[config.mk]
export PLATFORM = sky130hd
export DESIGN_NAME = cdc_core
export DESIGN_NICKNAME = d
export VERILOG_FILES = /design/src/hdl/cmd_pkg.sv /design/src/hdl/periph_pkg.sv /design/src/hdl/sync_fifo.sv /design/src/hdl/frame_parser.sv /design/src/hdl/cmd_dispatch.sv /design/src/hdl/pwm_bank.sv /design/src/hdl/upload_framer.sv /design/src/hdl/cdc_core.sv
export VERILOG_INCLUDE_DIRS = /design/src /design/src/include
export SDC_FILE = /design/constraint.sdc
export NUM_CORES = 1
export LEC_CHECK = 0
export BUFFER_PORTS_ARGS = -buffer_cell sky130_fd_sc_hd__buf_2
export CELL_PAD_IN_SITES_DETAIL_PLACEMENT = 1
export CELL_PAD_IN_SITES_GLOBAL_PLACEMENT = 2
export CORE_MARGIN = 5
export CORE_UTILIZATION = 46
export CTS_BUF_LIST = sky130_fd_sc_hd__clkbuf_8
export DETAILED_ROUTE_END_ITERATION = 7
export GPL_TIMING_DRIVEN = 0
export PLACE_DENSITY_LB_ADDON = 0.15
export SLEW_MARGIN = 20
export SYNTH_ARGS = -nofsm -noshare
export SYNTH_HDL_FRONTEND = slang
export SYNTH_SLANG_ARGS = --single-unit
export TNS_END_PERCENT = 20
[constraint.sdc]
create_clock -name clk_i -period 4.93 [get_ports clk_i]
set_input_delay 0.986 -clock clk_i [delete_from_list [all_inputs] [get_ports clk_i]]
set_output_delay 0.986 -clock clk_i [all_outputs]
set_load 0.01 [all_outputs]
[src/include/cdc_cfg.svh]
`ifndef CDC_CFG_SVH
`define CDC_CFG_SVH

// ====================
// frame bytes
// ====================
`define CDC_SYNC_BYTE     8'hAA
`define CDC_ACK_BYTE      8'h55

// ====================
// flow control and buffering
// ====================
// inbound depth doubles as the host's starting credit count
`define CDC_RX_DEPTH      8
`define CDC_RESP_DEPTH    4
`define CDC_TX_CREDITS    4

// ====================
// sizes
// ====================
`define CDC_MAX_PAYLOAD   8
`define CDC_PWM_CHANNELS  8

`endif

[src/hdl/cmd_pkg.sv]
package cmd_pkg;

`include "cdc_cfg.svh"

    // one beat of a usb byte stream
    typedef struct packed {
        logic       valid;
        logic [7:0] data;
    } usb_byte_t;

    // payload lengths: ping 0, pwm set 5, dac set 3
    typedef enum logic [7:0] {
        CMD_PING    = 8'h00,
        CMD_PWM_SET = 8'h01,
        CMD_DAC_SET = 8'h02
    } cmd_code_e;

    typedef enum logic [7:0] {
        ST_OK      = 8'h00,
        ST_BAD_SUM = 8'h01,
        ST_BAD_CMD = 8'h02,
        ST_BAD_LEN = 8'h03
    } status_e;

    // decoded frame, payload byte 0 is the first one received
    typedef struct packed {
        cmd_code_e                         code;
        status_e                           status;
        logic [`CDC_MAX_PAYLOAD-1:0][7:0]  payload;
    } cmd_req_t;

    typedef struct packed {
        cmd_code_e code;
        status_e   status;
    } resp_t;

endpackage

[src/hdl/periph_pkg.sv]
package periph_pkg;

`include "cdc_cfg.svh"

    typedef logic [$clog2(`CDC_PWM_CHANNELS)-1:0] pwm_chan_t;

    // counter-compare setting for one channel
    typedef struct packed {
        logic [15:0] period;
        logic [15:0] duty;
    } pwm_cfg_t;

    typedef struct packed {
        logic      valid;
        pwm_chan_t chan;
        pwm_cfg_t  cfg;
    } pwm_wr_t;

    typedef logic signed [13:0] dac_sample_t;

    // offset binary words, 14'h2000 is signed zero
    typedef struct packed {
        logic [13:0] a;
        logic [13:0] b;
    } dac_out_t;

endpackage

[src/hdl/sync_fifo.sv]
`timescale 1ns/1ps

module sync_fifo #(
    parameter type T     = logic [7:0],
    parameter int  DEPTH = 8
) (
    input  logic clk_i,
    input  logic rst_n_i,
    input  logic push_i,
    input  T     wdata_i,
    output logic full_o,
    input  logic pop_i,
    output T     rdata_o,
    output logic empty_o
);

    localparam int            AW       = (DEPTH > 1) ? $clog2(DEPTH) : 1;
    localparam logic [AW-1:0] LAST     = AW'(DEPTH - 1);
    localparam logic [AW:0]   FULL_CNT = (AW + 1)'(DEPTH);

    T              mem [DEPTH];
    logic [AW-1:0] wr_ptr_q;
    logic [AW-1:0] rd_ptr_q;
    logic [AW:0]   count_q;
    logic          do_push;
    logic          do_pop;

    assign do_push = push_i && !full_o;
    assign do_pop  = pop_i && !empty_o;
    assign full_o  = (count_q == FULL_CNT);
    assign empty_o = (count_q == '0);
    assign rdata_o = mem[rd_ptr_q];

    always_ff @(posedge clk_i) begin
        if (do_push) begin
            mem[wr_ptr_q] <= wdata_i;
        end
    end

    always_ff @(posedge clk_i or negedge rst_n_i) begin
        if (!rst_n_i) begin
            wr_ptr_q <= '0;
            rd_ptr_q <= '0;
            count_q  <= '0;
        end else begin
            if (do_push) begin
                wr_ptr_q <= (wr_ptr_q == LAST) ? '0 : wr_ptr_q + 1'b1;
            end
            if (do_pop) begin
                rd_ptr_q <= (rd_ptr_q == LAST) ? '0 : rd_ptr_q + 1'b1;
            end
            count_q <= count_q + (AW + 1)'(do_push) - (AW + 1)'(do_pop);
        end
    end

    // the producer must respect its credits or its ready
    push_full_a: assert property (@(posedge clk_i) disable iff (!rst_n_i)
        push_i |-> !full_o) else $error("push into full FIFO");
    pop_empty_a: assert property (@(posedge clk_i) disable iff (!rst_n_i)
        pop_i |-> !empty_o) else $error("pop from empty FIFO");

endmodule

[src/hdl/frame_parser.sv]
`timescale 1ns/1ps
`include "cdc_cfg.svh"

module frame_parser (
    input  logic              clk_i,
    input  logic              rst_n_i,
    input  logic              byte_valid_i,
    input  logic [7:0]        byte_i,
    output logic              byte_pop_o,
    output logic              req_valid_o,
    output cmd_pkg::cmd_req_t req_o,
    input  logic              req_ready_i
);

    import cmd_pkg::*;

    localparam int PW = $clog2(`CDC_MAX_PAYLOAD);

    typedef enum logic [2:0] {
        S_HUNT, S_CODE, S_LEN, S_PAYLOAD, S_SUM, S_HOLD
    } state_e;

    state_e                           state_q;
    logic [7:0]                       code_q;
    logic [7:0]                       len_q;
    logic [7:0]                       cnt_q;
    logic [7:0]                       sum_q;
    status_e                          status_q;
    logic [`CDC_MAX_PAYLOAD-1:0][7:0] payload_q;
    logic [7:0]                       exp_len;
    logic                             code_known;

    // every byte is taken except while a request waits
    assign byte_pop_o  = byte_valid_i && (state_q != S_HOLD);
    assign req_valid_o = (state_q == S_HOLD);
    assign req_o       = '{code: cmd_code_e'(code_q), status: status_q, payload: payload_q};

    // expected length per code
    always_comb begin
        code_known = 1'b1;
        case (code_q)
            CMD_PING:    exp_len = 8'd0;
            CMD_PWM_SET: exp_len = 8'd5;
            CMD_DAC_SET: exp_len = 8'd3;
            default: begin
                exp_len    = 8'd0;
                code_known = 1'b0;
            end
        endcase
    end

    always_ff @(posedge clk_i or negedge rst_n_i) begin
        if (!rst_n_i) begin
            state_q  <= S_HUNT;
            code_q   <= '0;
            len_q    <= '0;
            cnt_q    <= '0;
            sum_q    <= '0;
            status_q <= ST_OK;
        end else begin
            case (state_q)
                S_HUNT: if (byte_valid_i && byte_i == `CDC_SYNC_BYTE) state_q <= S_CODE;
                S_CODE: if (byte_valid_i) begin
                    code_q  <= byte_i;
                    sum_q   <= byte_i;
                    state_q <= S_LEN;
                end
                S_LEN: if (byte_valid_i) begin
                    len_q   <= byte_i;
                    sum_q   <= sum_q + byte_i;
                    cnt_q   <= '0;
                    state_q <= (byte_i == 8'd0) ? S_SUM : S_PAYLOAD;
                end
                // oversize frames are still drained to their end
                S_PAYLOAD: if (byte_valid_i) begin
                    sum_q <= sum_q + byte_i;
                    cnt_q <= cnt_q + 8'd1;
                    if (cnt_q + 8'd1 == len_q) state_q <= S_SUM;
                end
                S_SUM: if (byte_valid_i) begin
                    if (sum_q != byte_i)     status_q <= ST_BAD_SUM;
                    else if (!code_known)    status_q <= ST_BAD_CMD;
                    else if (len_q != exp_len) status_q <= ST_BAD_LEN;
                    else                     status_q <= ST_OK;
                    state_q <= S_HOLD;
                end
                S_HOLD: if (req_ready_i) state_q <= S_HUNT;
                default: state_q <= S_HUNT;
            endcase
        end
    end

    always_ff @(posedge clk_i) begin
        if (state_q == S_PAYLOAD && byte_valid_i && cnt_q < 8'(`CDC_MAX_PAYLOAD)) begin
            payload_q[cnt_q[PW-1:0]] <= byte_i;
        end
    end

endmodule

[src/hdl/cmd_dispatch.sv]
`timescale 1ns/1ps

module cmd_dispatch (
    input  logic                 clk_i,
    input  logic                 rst_n_i,
    input  logic                 req_valid_i,
    input  cmd_pkg::cmd_req_t    req_i,
    output logic                 req_ready_o,
    output periph_pkg::pwm_wr_t  pwm_wr_o,
    output periph_pkg::dac_out_t dac_o,
    output logic                 resp_push_o,
    output cmd_pkg::resp_t       resp_o,
    input  logic                 resp_full_i
);

    import cmd_pkg::*;
    import periph_pkg::*;

    localparam logic [13:0] DAC_MID = 14'h2000;

    logic        accept;
    logic        req_ok;
    logic        pwm_valid_q;
    pwm_chan_t   pwm_chan_q;
    pwm_cfg_t    pwm_cfg_q;
    logic        push_q;
    resp_t       resp_q;
    dac_sample_t sample;
    logic [13:0] sample_ob;

    // a record still on its way to the FIFO counts as occupancy
    assign req_ready_o = !resp_full_i && !push_q;
    assign accept      = req_valid_i && req_ready_o;
    assign req_ok      = (req_i.status == ST_OK);

    // signed to offset binary by flipping the sign bit
    assign sample    = dac_sample_t'({req_i.payload[1][5:0], req_i.payload[2]});
    assign sample_ob = {~sample[13], sample[12:0]};

    always_ff @(posedge clk_i or negedge rst_n_i) begin
        if (!rst_n_i) begin
            pwm_valid_q <= 1'b0;
            push_q      <= 1'b0;
            dac_o       <= '{a: DAC_MID, b: DAC_MID};
        end else begin
            pwm_valid_q <= accept && req_ok && (req_i.code == CMD_PWM_SET);
            push_q      <= accept;
            if (accept && req_ok && req_i.code == CMD_DAC_SET) begin
                if (req_i.payload[0][0]) dac_o.b <= sample_ob;
                else                     dac_o.a <= sample_ob;
            end
        end
    end

    always_ff @(posedge clk_i) begin
        if (accept) begin
            pwm_chan_q <= pwm_chan_t'(req_i.payload[0]);
            pwm_cfg_q  <= '{period: {req_i.payload[1], req_i.payload[2]},
                            duty:   {req_i.payload[3], req_i.payload[4]}};
            resp_q     <= '{code: req_i.code, status: req_i.status};
        end
    end

    assign pwm_wr_o    = '{valid: pwm_valid_q, chan: pwm_chan_q, cfg: pwm_cfg_q};
    assign resp_push_o = push_q;
    assign resp_o      = resp_q;

    // a PWM write goes out together with the OK record of its own frame
    pwm_ok_only_a: assert property (@(posedge clk_i) disable iff (!rst_n_i)
        pwm_wr_o.valid |-> resp_push_o && resp_o.status == ST_OK &&
                           resp_o.code == CMD_PWM_SET)
        else $error("PWM write from a request that was not ST_OK");

endmodule

[src/hdl/pwm_bank.sv]
`timescale 1ns/1ps
`include "cdc_cfg.svh"

module pwm_bank (
    input  logic                         clk_i,
    input  logic                         rst_n_i,
    input  periph_pkg::pwm_wr_t          pwm_wr_i,
    output logic [`CDC_PWM_CHANNELS-1:0] pwm_o
);

    import periph_pkg::*;

    for (genvar ch = 0; ch < `CDC_PWM_CHANNELS; ch++) begin : g_chan
        pwm_cfg_t    pend_q;
        pwm_cfg_t    act_q;
        logic [15:0] cnt_q;
        logic        out_q;
        logic        sel;
        logic        wrap;

        assign sel  = pwm_wr_i.valid && (pwm_wr_i.chan == pwm_chan_t'(ch));
        // period 0 wraps every cycle, so a new setting loads at once
        assign wrap = (act_q.period == 16'd0) || (cnt_q == act_q.period - 16'd1);

        always_ff @(posedge clk_i or negedge rst_n_i) begin
            if (!rst_n_i) begin
                pend_q <= '0;
                act_q  <= '0;
                cnt_q  <= '0;
                out_q  <= 1'b0;
            end else begin
                if (sel) pend_q <= pwm_wr_i.cfg;
                // pending setting goes live only at the wrap
                if (wrap) begin
                    act_q <= pend_q;
                    cnt_q <= '0;
                end else begin
                    cnt_q <= cnt_q + 16'd1;
                end
                out_q <= (act_q.period != 16'd0) && (cnt_q < act_q.duty);
            end
        end

        assign pwm_o[ch] = out_q;
    end

endmodule

[src/hdl/upload_framer.sv]
`timescale 1ns/1ps
`include "cdc_cfg.svh"

module upload_framer (
    input  logic               clk_i,
    input  logic               rst_n_i,
    input  logic               resp_valid_i,
    input  cmd_pkg::resp_t     resp_i,
    output logic               resp_pop_o,
    input  logic               tx_credit_i,
    output cmd_pkg::usb_byte_t usb_tx_o
);

    import cmd_pkg::*;

    localparam int            CW          = $clog2(`CDC_TX_CREDITS + 1);
    localparam logic [CW-1:0] CREDIT_INIT = CW'(`CDC_TX_CREDITS);

    logic [CW-1:0] credit_q;
    logic [1:0]    idx_q;
    logic          send;
    logic [7:0]    tx_byte;
    logic          tx_valid_q;
    logic [7:0]    tx_data_q;

    // record stays at the FIFO head until the checksum byte goes out
    assign send       = resp_valid_i && (credit_q != '0);
    assign resp_pop_o = send && (idx_q == 2'd3);

    always_comb begin
        case (idx_q)
            2'd0:    tx_byte = `CDC_ACK_BYTE;
            2'd1:    tx_byte = resp_i.code;
            2'd2:    tx_byte = resp_i.status;
            default: tx_byte = 8'(resp_i.code) + 8'(resp_i.status);
        endcase
    end

    always_ff @(posedge clk_i or negedge rst_n_i) begin
        if (!rst_n_i) begin
            credit_q   <= CREDIT_INIT;
            idx_q      <= '0;
            tx_valid_q <= 1'b0;
        end else begin
            tx_valid_q <= send;
            if (send) idx_q <= idx_q + 2'd1;
            case ({tx_credit_i, send})
                2'b10:   credit_q <= credit_q + CW'(1);
                2'b01:   credit_q <= credit_q - CW'(1);
                default: credit_q <= credit_q;
            endcase
        end
    end

    always_ff @(posedge clk_i) begin
        if (send) tx_data_q <= tx_byte;
    end

    assign usb_tx_o = '{valid: tx_valid_q, data: tx_data_q};

    // host may only hand back what it was given
    credit_max_a: assert property (@(posedge clk_i) disable iff (!rst_n_i)
        credit_q <= CREDIT_INIT) else $error("upload credits over limit");

endmodule

[src/hdl/cdc_core.sv]
`timescale 1ns/1ps
`include "cdc_cfg.svh"

module cdc_core (
    input  logic                         clk_i,
    input  logic                         rst_n_i,
    input  cmd_pkg::usb_byte_t           usb_rx_i,
    output logic                         rx_credit_o,
    output cmd_pkg::usb_byte_t           usb_tx_o,
    input  logic                         tx_credit_i,
    output logic [`CDC_PWM_CHANNELS-1:0] pwm_o,
    output periph_pkg::dac_out_t         dac_o
);

    import cmd_pkg::*;
    import periph_pkg::*;

    logic       rx_empty;
    logic [7:0] rx_data;
    logic       rx_pop;
    logic       req_valid;
    logic       req_ready;
    cmd_req_t   req;
    pwm_wr_t    pwm_wr;
    logic       resp_push;
    resp_t      resp_wr;
    logic       resp_full;
    logic       resp_pop;
    resp_t      resp_rd;
    logic       resp_empty;

    // ====================
    // inbound path
    // ====================
    sync_fifo #(.T(logic [7:0]), .DEPTH(`CDC_RX_DEPTH)) u_rx_fifo (
        .clk_i(clk_i), .rst_n_i(rst_n_i), .push_i(usb_rx_i.valid), .wdata_i(usb_rx_i.data),
        .full_o(), .pop_i(rx_pop), .rdata_o(rx_data), .empty_o(rx_empty));

    // one credit back per consumed byte
    assign rx_credit_o = rx_pop;

    frame_parser u_parser (
        .clk_i(clk_i), .rst_n_i(rst_n_i), .byte_valid_i(!rx_empty), .byte_i(rx_data),
        .byte_pop_o(rx_pop), .req_valid_o(req_valid), .req_o(req), .req_ready_i(req_ready));

    // ====================
    // execution
    // ====================
    cmd_dispatch u_dispatch (
        .clk_i(clk_i), .rst_n_i(rst_n_i), .req_valid_i(req_valid), .req_i(req),
        .req_ready_o(req_ready), .pwm_wr_o(pwm_wr), .dac_o(dac_o),
        .resp_push_o(resp_push), .resp_o(resp_wr), .resp_full_i(resp_full));

    pwm_bank u_pwm (.clk_i(clk_i), .rst_n_i(rst_n_i), .pwm_wr_i(pwm_wr), .pwm_o(pwm_o));

    // ====================
    // upload path
    // ====================
    sync_fifo #(.T(resp_t), .DEPTH(`CDC_RESP_DEPTH)) u_resp_fifo (
        .clk_i(clk_i), .rst_n_i(rst_n_i), .push_i(resp_push), .wdata_i(resp_wr),
        .full_o(resp_full), .pop_i(resp_pop), .rdata_o(resp_rd), .empty_o(resp_empty));

    upload_framer u_framer (
        .clk_i(clk_i), .rst_n_i(rst_n_i), .resp_valid_i(!resp_empty), .resp_i(resp_rd),
        .resp_pop_o(resp_pop), .tx_credit_i(tx_credit_i), .usb_tx_o(usb_tx_o));

endmodule

## Yosys cells after proc, flatten, opt, wreduce, memory -nomap -nowiden

Memories as Yosys holds them, arrays and structs flattened.
Cells that the tools add are included.
Widths: inputs -> output; s select.

| operators by class | value |
|---|---|
| add/sub/neg operators | 30 |
| magnitude comparators | 11 |
| equality and inequality tests | 46 |
| multiplexer cells | 41 |
| bitwise operators | 3 |
| reduce and logical (&&, ||, !) cells | 83 |

Operators with widths:

| kind | number |
|---|---|
| $add 16x1->16 const B | 8 |
| $eq 16x16->1 | 8 |
| $logic_not 16->1 | 8 |
| $lt 16x16->1 | 8 |
| $mux 16 | 8 |
| $reduce_bool 16->1 | 8 |
| $sub 16x1->16 const B | 8 |
| $bwmux 64 | 1 |
| $mux 8 | 7 |
| $logic_and 1x1->1 | 32 |
| $pmux 8 s2 | 2 |
| $mux 3 | 10 |
| $eq 3x3->1 const B | 9 |
| $demux 8 s3 | 1 |
| $logic_not 8->1 | 3 |
| $pmux 8 s3 | 1 |
| $pmux 3 s6 | 1 |
| $add 8x8->8 | 2 |
| $eq 3x2->1 const B | 4 |
| $ne 2x2->1 const B | 6 |
| $pmux 3 s2 | 2 |
| $eq 2x2->1 const B | 5 |
| $reduce_and 2->1 | 5 |
| $add 3x1->3 const B | 3 |
| other kinds (35) | 64 |

| word-level totals | value |
|---|---|
| bits in registers | 867 |
| memory bits (writable) | 128 |
| bits of input ports | 12 |
| output and inout port bits | 46 |
| logic and storage cells | 297 |
| memories kept | 2 |

Memories:

| name | depth | width | read ports | clocked after memory_dff | wr ports | RTL line | RTL |
|---|---|---|---|---|---|---|---|
| u_resp_fifo.mem | 4 | 16 | 1 | 0 | 1 | sync_fifo.sv:21 | `T mem [DEPTH];` |
| u_rx_fifo.mem | 8 | 8 | 1 | 0 | 1 | sync_fifo.sv:21 |  |

## Logic depth before layout (Yosys ltp)

| depth | value |
|---|---|
| depth in word-level cells | 7 |
| depth in mapped cells | 17 |
| depth with buffers taken out | 14 |

## Modules after synthesis

Synthesis repeated with hierarchy kept, for this count alone.

| unflattened totals | value |
|---|---|
| cell total of the unflattened synthesis | 3638 |
| area, all modules | 46569.7 µm² |

Modules (own cells, without submodules):

| module | times used | cells each | area an instance (µm²) | seq. area each (µm²) |
|---|---|---|---|---|
| pwm_bank | 1 | 2789 | 32453.6 | 16215.6 |
| frame_parser | 1 | 339 | 4405.5 | 2847.7 |
| sync_fifo (u_rx_fifo) | 1 | 153 | 3110.5 | 2172.1 |
| sync_fifo (u_resp_fifo) | 1 | 123 | 2795.2 | 2097.0 |
| cmd_dispatch | 1 | 127 | 2756.4 | 2284.7 |
| upload_framer | 1 | 105 | 1041.0 | 391.6 |
| cdc_core | 1 | 2 | 7.5 | 0.0 |

## Worst setup path before layout

Ideal clock, no wire load.

| timing path | value |
|---|---|
| path type | reg-to-reg |
| start point | reg u_resp_fifo.count_q[1] |
| end point | reg u_dispatch.dac_o[18] (netlist name) |
| setup time | 0.125 ns |
| data arrival time | 4.234 ns |
| required time | 4.805 ns |
| path slack | 0.571 ns |
| cell stages (with the launch flop) | 8 |
| path buffers | 1 |
| clock period less this slack | 4.359 ns |
| path through | dfrtp_1 > nor2_1 > a21oi_1 > nor2b_1 > nand4_1 > nor2_1 > clkbuf_1 > mux2_2 |

| between the ends | value |
|---|---|
| word-level cells in the longest chain between the ends | 7 |

Ends and longest elaborated chain:

| item | RTL line | RTL |
|---|---|---|
| from (decl) | sync_fifo.sv:24 | `logic [AW:0] count_q;` |
| from (signal assigned) | sync_fifo.sv:52 | `count_q <= count_q + (AW + 1)'(do_push) - (AW + 1)'(do_pop);` |
| $eq 3x3->1 | sync_fifo.sv:30 | `assign full_o = (count_q == FULL_CNT);` |
| $logic_not 1->1 | cmd_dispatch.sv:32 | `assign req_ready_o = !resp_full_i && !push_q;` |
| $logic_and 1x1->1 | cmd_dispatch.sv:32 |  |
| $logic_and 1x1->1 | cmd_dispatch.sv:33 | `assign accept = req_valid_i && req_ready_o;` |
| named net u_dispatch.accept | cmd_dispatch.sv:21 | `logic accept;` |
| $logic_and 1x1->1 (2 in a row) | cmd_dispatch.sv:48 | `if (accept && req_ok && req_i.code == CMD_DAC_SET) begin` |
| $reduce_and 2->1 (no source line) | -- |  |

The timed path passes the listed nets, and every way through them passes these cells.
A chain may end at the register's enable or synchronous reset.

## Worst setup path in the final report

| timing path | value |
|---|---|
| start point | reg u_rx_fifo.rd_ptr_q[1] |
| end point | reg u_parser.sum_q[7] |

| between the ends | value |
|---|---|
| word-level cells in the longest chain between the ends | 4 |
| elaborated cells on any way between the ends | 5 |
| those cells by class | add/sub: 1; mux: 3; memory: 1 |

Ends and longest elaborated chain:

| item | RTL line | RTL |
|---|---|---|
| from (decl) | sync_fifo.sv:23 | `logic [AW-1:0] rd_ptr_q;` |
| from (signal assigned) | sync_fifo.sv:50 | `rd_ptr_q <= (rd_ptr_q == LAST) ? '0 : rd_ptr_q + 1'b1;` |
| $mem_v2 8x8 | -- |  |
| named net rx_data[0] | cdc_core.sv:19 | `logic [7:0] rx_data;` |
| $add 8x8->8 | frame_parser.sv:70, frame_parser.sv:76 |  |
| $mux 8 | frame_parser.sv:68, frame_parser.sv:75 |  |
| $pmux 8 s2 | frame_parser.sv:61 | `case (state_q)` |
| to (signal assigned) | frame_parser.sv:65 | `sum_q <= byte_i;` |
| to (signal assigned) | frame_parser.sv:70 | `sum_q <= sum_q + byte_i;` |
| to (signal assigned) | frame_parser.sv:76 | `sum_q <= sum_q + byte_i;` |
| to (decl) | frame_parser.sv:27 | `logic [7:0] sum_q;` |

The timed path passes the listed nets, and every way through them passes these cells. The select of a mux whose other input is x is not followed.

==> results list <==
* Outcome: finished, final reports clean
- Of the cells placed in the final design, the portion with a size suffix greater than 1 is 22.0%.
* Share of synthesized flip-flops with an asynchronous set or reset: 79.4%
- Counting flops with a built-in enable in the synthesized netlist gives 192.
- Global routing finished with a remaining overflow of 0.
* Relative max-transition margin: 18.7%
* Maximum vdd drop: 305 µV
* Sum of met2 wire segment lengths after detailed routing: 57,000 µm
* Classification of the worst setup path: reg2reg
- Sequential area share after synthesis: 55.5%
* Number of slew-limit violations in the final report: 0
* Critical path data arrival time: between 5 and 6 ns
- The region available for standard cell placement spans 94,600 µm².
- Detailed-placement wirelength estimate: 82,100 µm
* Total routing usage reported by global routing: 23.2%
- Worst min-delay path category: in2async
* Area growth syn-to-layout: 13.1%
- Synthesis produced a netlist with a net count of about 3,800.
- Worst hold slack across all endpoints: 0.155 ns
* Flop and latch count out of synthesis: 930
- At the end of routability-driven placement, the weighted congestion stood at ~0.82.
- Top library cells by usage in the layout, fill and taps aside: sky130_fd_sc_hd__dfrtp_1, sky130_fd_sc_hd__mux2_2, sky130_fd_sc_hd__nor2_1, sky130_fd_sc_hd__inv_1, sky130_fd_sc_hd__clkbuf_8
- Vias in the first global route: 31,900
* Number of buffers inserted by post-CTS setup repair: 0
* Actual transition at the worst max-transition pin: about 1.2 ns
- After detailed routing, the wire length on met1 is 50,200 µm.
- Average footprint of a synthesized cell: 12.2 µm²
- Critical Path Sink Type: flip-flop
* Total clock buffers created by CTS: between 150 and 200
- The floorplan step set the die height to 318 µm.
- Number of search-and-repair iterations in the first detailed-routing pass: 5
- By area the synthesized netlist is led by sky130_fd_sc_hd__dfrtp_1, sky130_fd_sc_hd__edfxtp_1, sky130_fd_sc_hd__mux2_2, sky130_fd_sc_hd__ha_1, sky130_fd_sc_hd__xnor2_1.
* Shortest period the worst path allows: 4.62 ns
* Final worst-path setup slack: slightly above 0.3 ns
- TritonCTS built the clock tree.
- Max-cap violations in this run came to 0.
- Topmost layer with routed signal wires: met5
* Detailed-route via count: between 20,000 and 30,000
- Pin placement for this block handled 58 I/O pins.
- Synth Flop Type: sky130_fd_sc_hd__dfrtp_1
- Wires add up to between 100,000 and 150,000 µm.
- The tree is rooted in a sky130_fd_sc_hd__clkbuf_8.
* First-iteration detailed-routing DRC count: 1,567
* H-tree depth reported by CTS: 4
- Row generation in the floorplan step produced 113 rows.
* Total DRC errors in the routed layout: 0
- Before CTS, the worst setup slack after placement is -0.0486 ns.
- Worst r2r path cells: 15
* Post-route ant nets: 0
* Total count of hold-check failures in the final report: 0
* Achievable clock frequency: 216 MHz
- Maximum number of pins on one net before global-route repair: 100
- Die Footprint: around 100,000 µm²
- Synth Instances: about 3,600
- Total met3 wirelength after detailed routing: 5990 µm
* Post-synthesis instance area: 43,700 µm²
* Share of the cycle needed by the critical path after routing: 93.8%
- The synthesized design devotes to its leading area cell type 42.1% of total area.
- The Yosys step of the flow raised 0 warnings.
* RSZ-0062 raised after global routing: false
* CTS max path bufs: 3
- Post-synthesis cell type with the largest combined area: sky130_fd_sc_hd__dfrtp_1
* Cell variety after synth: 76
- Clock transition time at the flip-flop clock pins of the worst setup and hold paths: about 0.060 ns
- For this design the static power due to leakage is 22.7 nW.
- Per-cell via count in the routed design: 5.53
* Clk_lat worst skew: roughly 0.81 ns
- CTS saw 930 sinks.
- Port buffering added 57 buffers.
- After detailed routing, the average wire length per cell comes to 22.5 µm.
* Initial core utilization: 46.2%
- The library cell used most frequently in the layout, excluding fill and tap cells, is sky130_fd_sc_hd__dfrtp_1.
- Number of antenna violations at the first check in global routing: 24
- Total Nets Final: 3,997
* Data required, critical path: 5.66 ns
- Between clock sinks in the finished design, the worst skew comes to 0.0343 ns.
- Max FO, Critical Path: 10
- Power density over the cells: slightly above 400 nW/µm²
- The die is approximately 320 µm wide.
- In this run, post-CTS hold repair placed 0 buffers.
* Kind of start point of the critical path: flip-flop
- Fill cell count: 9,778
* First-pass GRT wire length: 184,000 µm
- Setup violations remaining at the end of the flow were counted as 0.
## worst max-delay path, stage by stage (launching register included)
cell and delay (ns):
sky130_fd_sc_hd__dfrtp_1 0.35, sky130_fd_sc_hd__clkbuf_1 0.35, sky130_fd_sc_hd__clkbuf_2 0.40, sky130_fd_sc_hd__clkbuf_1 0.46, sky130_fd_sc_hd__mux4_2 0.58, sky130_fd_sc_hd__nor2_1 0.19
sky130_fd_sc_hd__a31oi_4 0.13, sky130_fd_sc_hd__ha_1 0.30, sky130_fd_sc_hd__a21o_1 0.18, sky130_fd_sc_hd__a21oi_1 0.24, sky130_fd_sc_hd__o21bai_1 0.13, sky130_fd_sc_hd__a2111oi_0 0.47
sky130_fd_sc_hd__or3_1 0.26, sky130_fd_sc_hd__mux2i_1 0.23, sky130_fd_sc_hd__o22ai_1 0.12, sky130_fd_sc_hd__a21oi_1 0.15
## synthesized netlist by cell type (8+ instances only)
library cell	n
sky130_fd_sc_hd__nand3_1	104
sky130_fd_sc_hd__nand2b_1	32
sky130_fd_sc_hd__nor4_1	43
sky130_fd_sc_hd__and3_1	48
sky130_fd_sc_hd__o211ai_1	15
sky130_fd_sc_hd__a211oi_1	27
sky130_fd_sc_hd__a31oi_1	19
sky130_fd_sc_hd__nor3_1	70
sky130_fd_sc_hd__mux4_2	25
sky130_fd_sc_hd__nor2_1	255
sky130_fd_sc_hd__xnor2_1	160
sky130_fd_sc_hd__mux2i_1	21
sky130_fd_sc_hd__o21ai_0	180
sky130_fd_sc_hd__or4_1	14
sky130_fd_sc_hd__nand2_1	130
sky130_fd_sc_hd__nor3b_1	9
sky130_fd_sc_hd__ha_1	168
sky130_fd_sc_hd__nand4_1	30
sky130_fd_sc_hd__dfrtp_1	735
sky130_fd_sc_hd__xor2_1	152
sky130_fd_sc_hd__or3_1	13
sky130_fd_sc_hd__nand4b_1	11
sky130_fd_sc_hd__buf_2	14
sky130_fd_sc_hd__a22o_1	36
sky130_fd_sc_hd__and2_1	28
sky130_fd_sc_hd__or2_2	8
sky130_fd_sc_hd__nor2b_1	25
sky130_fd_sc_hd__a21oi_1	95
sky130_fd_sc_hd__inv_1	193
sky130_fd_sc_hd__buf_4	12
sky130_fd_sc_hd__clkbuf_1	101
sky130_fd_sc_hd__nand3b_1	8
sky130_fd_sc_hd__mux2_2	448
sky130_fd_sc_hd__a21o_1	43
sky130_fd_sc_hd__edfxtp_1	192
## through the flow
step | instances | power (mW) | utilization, % | setup TNS (ns) | cell area, µm²
floorplan | 3572 | 11.4 | - | 0 | 43700
global placement | 4894 | 12.6 | 48.1 | -9132.06 | 45500
detailed placement | 4913 | 12.9 | 48.6 | -0.0694 | 46000
CTS | 5211 | 20.2 | 52.2 | 0 | 49300
global route | 5213 | 20.9 | 52.2 | 0 | 49400
finish | 5218 | 19.9 | 52.2 | 0 | 49400
## sequential cells by signal (all words and copies together), names as in the netlist, 28 cells and up
signal / cells
u_dispatch.pwm_wr_o: 32
u_parser.req_o: 35
u_rx_fifo.mem: 64
u_pwm.g_chan.act_q: 256
u_pwm.g_chan.cnt_q: 128
u_pwm.g_chan.pend_q: 256
u_resp_fifo.mem: 40
u_dispatch.dac_o: 28
## power by group
group,switching [mW],internal (mW),total (mW)
clock network,3.24,3.93,7.17
logic,2.31,1.45,3.75
registers,0.516,8.47,8.98
total,6.06,13.8,19.9
## final cells by class
class	count	area, µm²	area share [%]
inverters	193	724	1.47
flip-flops and latches	930	24200	49.1
repair buffers	77	699	1.42
well taps	1265	1580	3.20
clock buffers	196	2700	5.46
diodes	6	15.0	0.0304
multi-input cells	2312	18200	36.8
plain buffers	137	622	1.26
clock inverters	102	644	1.30
## repair_timing
action / CTS / global route
resized for setup: 2 / 7
endpoints found under the setup margin: 2 / 1
hold endpoints to repair: 0 / 0
## final timing paths
| path | start | to | slack (ns) |
|---|---|---|---|
| hold reg to reg | u_parser.req_o[39] | u_dispatch.pwm_wr_o[7] | 0.41 |
| min in group clk_i | u_parser.req_o[39] | u_dispatch.pwm_wr_o[7] | 0.41 |
| setup reg to reg | u_rx_fifo.rd_ptr_q[1] | u_parser.sum_q[7] | 0.31 |
| max in group asynchronous | rst_n_i | u_pwm.g_chan[4].cnt_q[4] | 3.33 |
| hold / removal | rst_n_i | u_pwm.g_chan[6].cnt_q[10] | 0.16 |
| setup / recovery | u_rx_fifo.rd_ptr_q[1] | u_parser.sum_q[7] | 0.31 |
## logic make-up (layout without fill, tap and decap cells)
logic type / Yosys count / count (layout) / synth area share [%]
muxes: 501 / 501 / 13.6
buffers and inverters: 330 / 705 / 3.07
adders and majority gates: 173 / 173 / 5.04
other: 0 / 6 / 0
DFF: 930 / 930 / 55.5
and+or+nand+nor: 852 / 852 / 9.83
AOI/OAI and AO/OA: 474 / 474 / 6.73
xor gates and xnor gates: 312 / 312 / 6.26
## per-layer routing
layer	vias up	GRT usage, %
li1	13200	-
met1	14800	30.4
met2	589	38.8
met3	209	3.98
met4	4	9.01
met5	-	0
Note: power is estimated with default switching activity, not from simulation.
